<file path="config.mk">
export PLATFORM = sky130hd
export DESIGN_NAME = gfx_map_top
export DESIGN_NICKNAME = d
export VERILOG_FILES = /design/src/gfx_map_pkg.sv /design/src/gfx_bank_decode.sv /design/src/gfx_bank_mapper.sv /design/src/gfx_credit_fifo.sv /design/src/gfx_map_top.sv /design/src/gfx_rom_addr.sv /design/src/gfx_rom_issue.sv
export VERILOG_INCLUDE_DIRS = /design/src /design/src/src
export SDC_FILE = /design/constraint.sdc
export NUM_CORES = 1
export LEC_CHECK = 0
export ABC_CLOCK_PERIOD_IN_PS = 8800
export BUFFER_PORTS_ARGS = -buffer_cell sky130_fd_sc_hd__buf_2
export CAP_MARGIN = 25
export CORE_ASPECT_RATIO = 0.8
export CORE_UTILIZATION = 25
export CTS_CLUSTER_DIAMETER = 200
export DETAILED_ROUTE_END_ITERATION = 10
export PLACE_DENSITY = 0.5
export SETUP_SLACK_MARGIN = 0.4
export SLEW_MARGIN = 20
export SYNTH_ARGS = -nofsm -noshare
export SYNTH_HDL_FRONTEND = slang
export SYNTH_HIERARCHICAL = 1
export SYNTH_SLANG_ARGS = --single-unit
</file>
<file path="constraint.sdc">
create_clock -name clk -period 8.8 [get_ports clk]
set_clock_uncertainty 0.1 [all_clocks]
set_input_delay 0.88 -clock clk [delete_from_list [all_inputs] [get_ports clk]]
set_output_delay 0.88 -clock clk [all_outputs]
set_load 0.01 [all_outputs]
</file>
<file path="src/gfx_map_cfg.svh">
`ifndef GFX_MAP_CFG_SVH
`define GFX_MAP_CFG_SVH

// Intake queue depth
// The host starts with this many credits
`define GFX_IN_DEPTH 8

// Output queue depth toward the ROM side
`define GFX_OUT_DEPTH 8

// Credits held by the issue side out of reset
`define GFX_ROM_CREDITS 4

// Game identifiers seen on the 6-bit game input
`define GFX_GAME_FFIGHT 0
`define GFX_GAME_SF2 1
`define GFX_GAME_GHOULS 2
`define GFX_GAME_DINO 3

// Code nibble limits used by the decode table
`define GFX_SF2_OBJ_SPLIT 8    // OBJ nibbles at or above go to bank 1
`define GFX_DINO_SCR3_LIMIT 12 // SCR3 nibbles from here up are unmapped

`endif

</file>
<file path="src/gfx_map_pkg.sv">
package gfx_map_pkg;

    // Layer engines that fetch graphics
    // Encoding follows the board's A[22:20] field
    typedef enum logic [2:0] {
        OBJ  = 3'd0, // Sprites
        SCR1 = 3'd1,
        SCR2 = 3'd2,
        SCR3 = 3'd3
    } layer_e;

    // Fetch request from a layer engine
    typedef struct packed {
        layer_e      layer;
        logic [15:0] code;  // Tile or sprite code
        logic [3:0]  row;   // Row inside the tile
    } fetch_req_t;

    // Board configuration for the bank mapper
    // One nibble per bank in each field, bank 0 in bits 3:0
    typedef struct packed {
        logic [15:0] bank_offset;
        logic [15:0] bank_mask;
    } bank_cfg_t;

    // Request sent to the graphics ROM
    typedef struct packed {
        logic [19:0] addr;
        layer_e      layer; // Kept for the pixel return path
    } rom_req_t;

endpackage

</file>
<file path="src/gfx_bank_decode.sv">
`timescale 1ns/1ns

`include "gfx_map_cfg.svh"

module gfx_bank_decode (
    input  logic                    clk,
    input  logic                    rst,
    input  logic [5:0]              game,
    input  logic                    valid_in,
    input  gfx_map_pkg::fetch_req_t req_in,
    output logic                    valid_out,
    output gfx_map_pkg::fetch_req_t req_out,
    output logic [3:0]              bank      // One-hot, zero when unmapped
);

    import gfx_map_pkg::*;

    logic [3:0] bank_sel;
    logic [3:0] nibble;

    assign nibble = req_in.code[15:12]; // Top code nibble drives the split games

    // Per-game table
    always_comb begin
        bank_sel = 4'b0000;
        case (game)
            `GFX_GAME_FFIGHT: begin
                case (req_in.layer)
                    OBJ:       bank_sel = 4'b0001;
                    SCR1:      bank_sel = 4'b0010;
                    SCR2, SCR3: bank_sel = 4'b0100;
                    default:   bank_sel = 4'b0000;
                endcase
            end
            `GFX_GAME_SF2: begin
                case (req_in.layer)
                    OBJ: begin
                        // Sprites split across two banks
                        if (nibble < 4'(`GFX_SF2_OBJ_SPLIT))
                            bank_sel = 4'b0001;
                        else
                            bank_sel = 4'b0010;
                    end
                    SCR1, SCR2, SCR3: bank_sel = 4'b0100;
                    default:          bank_sel = 4'b0000;
                endcase
            end
            `GFX_GAME_GHOULS: begin
                case (req_in.layer) // One bank per layer
                    OBJ:     bank_sel = 4'b0001;
                    SCR1:    bank_sel = 4'b0010;
                    SCR2:    bank_sel = 4'b0100;
                    SCR3:    bank_sel = 4'b1000;
                    default: bank_sel = 4'b0000;
                endcase
            end
            `GFX_GAME_DINO: begin
                case (req_in.layer)
                    OBJ, SCR1: bank_sel = 4'b0001; // Shared bank
                    SCR2:      bank_sel = 4'b0010;
                    SCR3: begin
                        // Upper SCR3 codes have no ROM behind them
                        if (nibble < 4'(`GFX_DINO_SCR3_LIMIT))
                            bank_sel = 4'b0100;
                    end
                    default:   bank_sel = 4'b0000;
                endcase
            end
            default: bank_sel = 4'b0000; // Unknown game
        endcase
    end

    always_ff @(posedge clk or posedge rst) begin
        if (rst) begin
            valid_out <= 1'b0;
            bank      <= 4'b0000;
        end else begin
            valid_out <= valid_in;
            if (valid_in)
                bank <= bank_sel;
        end
    end

    // Request travels alongside its bank
    always_ff @(posedge clk) begin
        if (valid_in)
            req_out <= req_in;
    end

endmodule

</file>
<file path="src/gfx_bank_mapper.sv">
`timescale 1ns/1ns

module gfx_bank_mapper (
    input  logic                    clk,
    input  logic                    rst,
    input  logic                    valid_in,
    input  gfx_map_pkg::fetch_req_t req_in,
    input  logic [3:0]              bank,
    input  gfx_map_pkg::bank_cfg_t  cfg,
    output logic                    valid_out,
    output gfx_map_pkg::fetch_req_t req_out,
    output logic [3:0]              offset,
    output logic [3:0]              mask,
    output logic                    unmapped
);

    logic [3:0] offset_sel;
    logic [3:0] mask_sel;

    // Nibble pick for the one-hot bank
    always_comb begin
        case (bank)
            4'b0001: {offset_sel, mask_sel} = {cfg.bank_offset[3:0],   cfg.bank_mask[3:0]};
            4'b0010: {offset_sel, mask_sel} = {cfg.bank_offset[7:4],   cfg.bank_mask[7:4]};
            4'b0100: {offset_sel, mask_sel} = {cfg.bank_offset[11:8],  cfg.bank_mask[11:8]};
            4'b1000: {offset_sel, mask_sel} = {cfg.bank_offset[15:12], cfg.bank_mask[15:12]};
            default: {offset_sel, mask_sel} = {4'h0, 4'hf}; // Pass the code nibble through
        endcase
    end

    always_ff @(posedge clk or posedge rst) begin
        if (rst)
            valid_out <= 1'b0;
        else
            valid_out <= valid_in;
    end

    always_ff @(posedge clk) begin
        if (valid_in) begin
            req_out  <= req_in;
            offset   <= offset_sel;
            mask     <= mask_sel;
            unmapped <= (bank == 4'b0000); // No bank selected
        end
    end

endmodule

</file>
<file path="src/gfx_credit_fifo.sv">
`timescale 1ns/1ns

module gfx_credit_fifo #(
    parameter type T     = logic [7:0],
    parameter int  DEPTH = 8
) (
    input  logic                         clk,
    input  logic                         rst,
    input  logic                         push,
    input  T                             din,
    input  logic                         pop,
    output T                             dout,
    output logic                         empty,
    output logic [$clog2(DEPTH+1)-1:0]   count
);

    localparam int AW = (DEPTH > 1) ? $clog2(DEPTH) : 1;
    localparam int CW = $clog2(DEPTH + 1);

    T mem [DEPTH];                // Payload storage
    logic [AW-1:0] wr_ptr;
    logic [AW-1:0] rd_ptr;
    logic          full;
    logic          do_push;
    logic          do_pop;

    // Wrap for depths that are not a power of two
    function automatic logic [AW-1:0] ptr_inc(input logic [AW-1:0] p);
        if (p == AW'(DEPTH - 1))
            return '0;
        return p + 1'b1;
    endfunction

    assign empty   = (count == '0);
    assign full    = (count == CW'(DEPTH));
    assign do_pop  = pop && !empty;             // Ignore pops on empty
    assign do_push = push && (!full || do_pop); // Full queue still takes a push with a pop
    assign dout    = mem[rd_ptr];               // Head is always visible

    always_ff @(posedge clk) begin
        if (do_push)
            mem[wr_ptr] <= din;
    end

    always_ff @(posedge clk or posedge rst) begin
        if (rst) begin
            wr_ptr <= '0;
            rd_ptr <= '0;
            count  <= '0;
        end else begin
            if (do_push)
                wr_ptr <= ptr_inc(wr_ptr);
            if (do_pop)
                rd_ptr <= ptr_inc(rd_ptr);
            case ({do_push, do_pop})
                2'b10:   count <= count + 1'b1;
                2'b01:   count <= count - 1'b1;
                default: ; // Both or neither keeps the level
            endcase
        end
    end

endmodule

</file>
<file path="src/gfx_map_top.sv">
`timescale 1ns/1ns

`include "gfx_map_cfg.svh"

module gfx_map_top (
    input  logic                    clk,
    input  logic                    rst,
    input  logic [5:0]              game,
    input  gfx_map_pkg::bank_cfg_t  cfg,
    input  logic                    req_valid,  // Only while the host holds a credit
    input  gfx_map_pkg::fetch_req_t req,
    output logic                    req_credit,
    output logic                    rom_valid,
    output gfx_map_pkg::rom_req_t   rom_req,
    input  logic                    rom_credit,
    output logic [15:0]             drop_count
);

    import gfx_map_pkg::*;

    fetch_req_t in_head;
    logic       in_empty;
    logic       in_pop;
    rom_req_t   out_req;
    logic       out_push;
    rom_req_t   out_head;
    logic       out_empty;
    logic       out_pop;
    logic [$clog2(`GFX_OUT_DEPTH+1)-1:0] out_count;

    // Every intake pop frees one host slot
    assign req_credit = in_pop;

    // Intake queue, sized to the host credit pool
    gfx_credit_fifo #(
        .T     (fetch_req_t),
        .DEPTH (`GFX_IN_DEPTH)
    ) u_in_fifo (
        .clk   (clk),
        .rst   (rst),
        .push  (req_valid),
        .din   (req),
        .pop   (in_pop),
        .dout  (in_head),
        .empty (in_empty),
        .count ()          // Host credits already bound the level
    );

    // Decode, map and address stages
    gfx_rom_addr u_addr (
        .clk        (clk),
        .rst        (rst),
        .game       (game),
        .cfg        (cfg),
        .in_req     (in_head),
        .in_empty   (in_empty),
        .in_pop     (in_pop),
        .out_count  (out_count),
        .out_push   (out_push),
        .out_req    (out_req),
        .drop_count (drop_count)
    );

    gfx_credit_fifo #(
        .T     (rom_req_t),
        .DEPTH (`GFX_OUT_DEPTH)
    ) u_out_fifo (
        .clk   (clk),
        .rst   (rst),
        .push  (out_push),
        .din   (out_req),
        .pop   (out_pop),
        .dout  (out_head),
        .empty (out_empty),
        .count (out_count)  // Space accounting upstream
    );

    // ROM side credit gate
    gfx_rom_issue u_issue (
        .clk        (clk),
        .rst        (rst),
        .fifo_empty (out_empty),
        .fifo_head  (out_head),
        .fifo_pop   (out_pop),
        .rom_credit (rom_credit),
        .rom_valid  (rom_valid),
        .rom_req    (rom_req)
    );

endmodule

</file>
<file path="src/gfx_rom_addr.sv">
`timescale 1ns/1ns

`include "gfx_map_cfg.svh"

module gfx_rom_addr (
    input  logic                                 clk,
    input  logic                                 rst,
    input  logic [5:0]                           game,
    input  gfx_map_pkg::bank_cfg_t               cfg,
    input  gfx_map_pkg::fetch_req_t              in_req,    // Intake head
    input  logic                                 in_empty,
    output logic                                 in_pop,
    input  logic [$clog2(`GFX_OUT_DEPTH+1)-1:0]  out_count,
    output logic                                 out_push,
    output gfx_map_pkg::rom_req_t                out_req,
    output logic [15:0]                          drop_count
);

    import gfx_map_pkg::*;

    localparam int CW = $clog2(`GFX_OUT_DEPTH + 1);
    localparam int SW = CW + 1; // Room for queue level plus stages

    logic       dec_valid;
    fetch_req_t dec_req;
    logic [3:0] dec_bank;
    logic       map_valid;
    fetch_req_t map_req;
    logic [3:0] map_offset;
    logic [3:0] map_mask;
    logic       map_unmapped;
    logic [SW-1:0] occupancy;
    logic [3:0] addr_hi;

    // Queue level plus one slot per busy stage
    // Dropped items still hold their slot until they leave
    assign occupancy = SW'(out_count) + SW'(dec_valid) + SW'(map_valid) + SW'(out_push);
    assign in_pop    = !in_empty && (occupancy < SW'(`GFX_OUT_DEPTH));

    gfx_bank_decode u_decode (
        .clk       (clk),
        .rst       (rst),
        .game      (game),
        .valid_in  (in_pop),
        .req_in    (in_req),
        .valid_out (dec_valid),
        .req_out   (dec_req),
        .bank      (dec_bank)
    );

    gfx_bank_mapper u_mapper (
        .clk       (clk),
        .rst       (rst),
        .valid_in  (dec_valid),
        .req_in    (dec_req),
        .bank      (dec_bank),
        .cfg       (cfg),
        .valid_out (map_valid),
        .req_out   (map_req),
        .offset    (map_offset),
        .mask      (map_mask),
        .unmapped  (map_unmapped)
    );

    assign addr_hi = (map_req.code[15:12] & map_mask) | map_offset; // Bank select bits

    always_ff @(posedge clk or posedge rst) begin
        if (rst) begin
            out_push   <= 1'b0;
            drop_count <= '0;
        end else begin
            out_push <= map_valid && !map_unmapped;
            if (map_valid && map_unmapped)
                drop_count <= drop_count + 16'd1; // Wraps silently
        end
    end

    always_ff @(posedge clk) begin
        if (map_valid && !map_unmapped) begin
            out_req.addr  <= {addr_hi, map_req.code[11:0], map_req.row};
            out_req.layer <= map_req.layer;
        end
    end

endmodule

</file>
<file path="src/gfx_rom_issue.sv">
`timescale 1ns/1ns

`include "gfx_map_cfg.svh"

module gfx_rom_issue (
    input  logic                  clk,
    input  logic                  rst,
    input  logic                  fifo_empty,
    input  gfx_map_pkg::rom_req_t fifo_head,
    output logic                  fifo_pop,
    input  logic                  rom_credit, // One credit back per pulse
    output logic                  rom_valid,
    output gfx_map_pkg::rom_req_t rom_req
);

    localparam int CRW = $clog2(`GFX_ROM_CREDITS + 1);

    logic [CRW-1:0] credits;
    logic           have_credit;

    assign have_credit = (credits != '0);
    // Credit is spent at the pop, the send shows up a cycle later
    assign fifo_pop    = !fifo_empty && have_credit;

    always_ff @(posedge clk or posedge rst) begin
        if (rst) begin
            credits <= CRW'(`GFX_ROM_CREDITS);
        end else begin
            case ({rom_credit, fifo_pop})
                2'b10:   credits <= credits + 1'b1; // Return only
                2'b01:   credits <= credits - 1'b1; // Send only
                default: ;
            endcase
        end
    end

    always_ff @(posedge clk or posedge rst) begin
        if (rst)
            rom_valid <= 1'b0;
        else
            rom_valid <= fifo_pop;
    end

    // Hold the head registered for the ROM side
    always_ff @(posedge clk) begin
        if (fifo_pop)
            rom_req <= fifo_head;
    end

endmodule

</file>
==> reports/metrics.cfg <==
[logic_synthesis]
ys_ff_latch=516
synth_top_area_share_pct=70.7
synth_area_leader_cell=edfxtp_1
synth_edf_count=469
synth-adder-area-share_pct=1.35
async_flop_share_pct=9.11
synth_top_family_by_area=multiplexers
syn_area_um2=19900
synth.area.top_cells=edfxtp_1, mux4_2, dfrtp_1
yosys_warnings=6
syn-num-nets=1012
synth_cells=928
ys.flop_type=edfxtp_1
synth-simple-area-share_pct=2.99
synth_compound_gate_area_share_pct=2.85
synth_area_per_cell_um2=21.5
ys_seq_area_share_pct=76.7
synth_xor_area_share_pct=1.10
synth_cell_types=67
yosys-mux-area-fraction_pct=13.6

[finish]
drive_gt1_share_pct=35.0
num_antenna_cells=0
syn2layout_area_growth_pct=17.6
stdcell_count=2152
stdcell_area_um2=23400
fin_nets=1162

[detailed_routing]
antenna_left=0
viasPerCell=4.25
drtIter0Drc=512
first_pass_iters=4
wl_per_cell_um=18.5
wirelength_mm=39.8
vias=9155
drc=0

[power]
p_int_mw=5.33
p_leak_nw=7.69
p_clk_share_pct=27.2
p_switching_mw=2.21
p_per_area_nw_per_um2=322
p_sw_share_pct=29.3
pwr-share-comb_pct=27.0
ir_drop_mv=0.139
p_seq_share_pct=45.8

[cts]
ctsHoldBuffers=0
cts_root_buffer=clkbuf_16
cts_resized=0
cts_tree=built
numClockSinks=516
clockBufferDepth=3
htree_levels=2
post_cts.repair.setup_buffers=0
cts.clk_slew.worst_paths_ps=60
clock_latency_ps=580
cts_buffers=50

[global_routing]
grt_pass1_vias=9432
antenna_found_initial=6
gr-total-overflow=0
grtUsageTotal_pct=9.77
grt_first_pass_wirelength_mm=60.0
grt_start_max_net_pins=50

[sta]
period_share_pct=46.3
tightest_slew_ps=917
slew_headroom_pct=38.7
grt_setup_unrepaired=no
finalHoldViolations=0
setup_viol=0
fmax_mhz=246
post-route-min-period_ps=4070
final_max_slew_viol_count=0
tns_ps=0

[hold_path]
holdCritPathClass=primary input to asynchronous set/reset pin

[floorplan]
die_h_um=254
coreArea_um2=78900
boundaryPins=106
start_util_pct=25.2
die_w_um=317
die_area_um2=80800
rows=92

[setup_path]
crit_chain=fa_1 > ha_1 > a31o_2 > a211oi_4 > buf_4 > nand2b_1 > o21ai_4 > nor3_4 > buf_4
crit_top_cell=buf_4
reg2reg_slack_ps=4730
r2r-start=u_addr/out_push
crit_arrival_ps=4220
r2r_cells=9
r2r-end=u_in_fifo/mem[2][19]
cp_data_required_time_ps=8950
critPathCaptureType=register
cp-start-kind=register
critPathSlowestCell=nor3_4
slowest_delay_ps=690
crit_type=register to register
crit_path_max_fanout=38

[placement]
dp.cells=2057
dp_hpwl_mm=23.8
port_buffers=105
placed_cell_area_um2=21800
gp_congestion=0.705

[run_status]
status=finished, final reports clean

[flow_run]
maxCapViolations=0

[cell families after synthesis]
kind of cell	Yosys count
buffers and inverters	55
DFF	516
adders and majority gates	19
and+or+nand+nor	95
muxes	148
AOI/OAI and AO/OA	70
xor gates and xnor gates	25
[layout make-up]
type	instances	area, µm²
clock buffers	67	1390
clock inverters	25	161
fillers	7667	55400
inverters	23	86.3
multi-input cells	357	4470
flip-flops and latches	516	15300
well taps	1034	1290
repair buffers	130	738
[synth_stat cells, types with 5 or more instances]
master,number
xor2_1,6
buf_6,8
a22oi_1,16
nand3_1,8
nand2_1,11
nand2b_1,13
a21o_1,8
dfrtp_1,46
nor2_1,13
inv_1,21
ha_1,15
o211ai_1,8
xnor2_1,19
buf_2,12
o21ai_0,5
nor2b_1,5
nor3_1,14
edfxtp_1,469
mux2_2,47
mux4_2,92
clkbuf_1,8
[power groups by stage]
stage / clock network (mW) / registers (mW) / logic [mW]
3_5_place_dp: 0 / 3.51 / 2.06
3_3_place_gp: 0 / 3.50 / 2.03
4_1_cts: 2.12 / 3.47 / 2.07
2_1_floorplan: 0 / 3.50 / 1.42
6_report: 2.05 / 3.45 / 2.03
5_1_grt: 2.21 / 3.50 / 2.23
[state kept, by name, summed over array words and instances (netlist names), 16 cells and up]
register and flops:
u_in_fifo/mem 184, u_addr/u_mapper/req_out 23, u_addr/out_req 23, u_addr/u_decode/req_out 23
u_out_fifo/mem 184, u_addr/drop_count 16, u_issue/rom_req 23
[routing by layer]
metal	up-vias	wire length, µm	track usage, %
li1	4118	-	-
met1	4787	18900	13.7
met2	174	18300	15.3
met3	68	1750	2.17
met4	8	733	2.33
met5	-	47	0
[metrics by stage]
| step | total power, mW | setup slack (ps) | hold slack [ps] | utilization, % |
|---|---|---|---|---|
| 2_1_floorplan | 4.92 | 1280 | 300 | - |
| 3_3_place_gp | 5.53 | 4370 | 305 | 27.7 |
| 3_5_place_dp | 5.57 | 4360 | 305 | 27.7 |
| 4_1_cts | 7.66 | 4330 | 78.6 | 29.6 |
| 5_1_grt | 7.94 | 4480 | 80.6 | 29.7 |
| 6_report | 7.53 | 4730 | 108 | 29.7 |
[worst max-delay path by stage]
| stage | startpoint | end | slack [ps] | cells past startpoint |
|---|---|---|---|---|
| 2_1_floorplan | u_out_fifo/count[0] | u_in_fifo/mem[0][0] | 1280 | 7 |
| 3_3_place_gp | u_addr/out_push | u_in_fifo/mem[1][7] | 4370 | 9 |
| 3_5_place_dp | u_addr/out_push | u_in_fifo/mem[1][8] | 4360 | 9 |
| 4_1_cts | u_addr/out_push | u_in_fifo/mem[1][14] | 4330 | 9 |
| 5_1_grt | u_addr/out_push | u_in_fifo/mem[1][14] | 4480 | 10 |
| 6_report | u_addr/out_push | u_in_fifo/mem[2][19] | 4730 | 9 |
[cell usage in the layout (no fill, tap or decap), types with 7 or more instances in the layout]
master,instances
dfrtp_1,42
clkinv_2,9
clkbuf_1,12
mux4_2,92
nand2_1,11
clkbuf_16,52
buf_4,23
ha_1,15
xnor2_1,19
edfxtp_1,469
inv_1,21
a22oi_1,16
o211ai_1,8
clkinv_1,9
mux2_2,47
buf_2,105
a21o_1,8
nand3_1,8
nor3_2,7
nor2_4,7
nand2b_1,13
[critical path, delay by kind of cell, from the launching register on]
kind                       cells  cell delay (ps)
AOI/OAI and AO/OA              3              620
adders and majority gates      2              740
buffers and inverters          2              800
and+or+nand+nor                2              940
DFF                            1              540
Power figures use the tool's default switching activity.
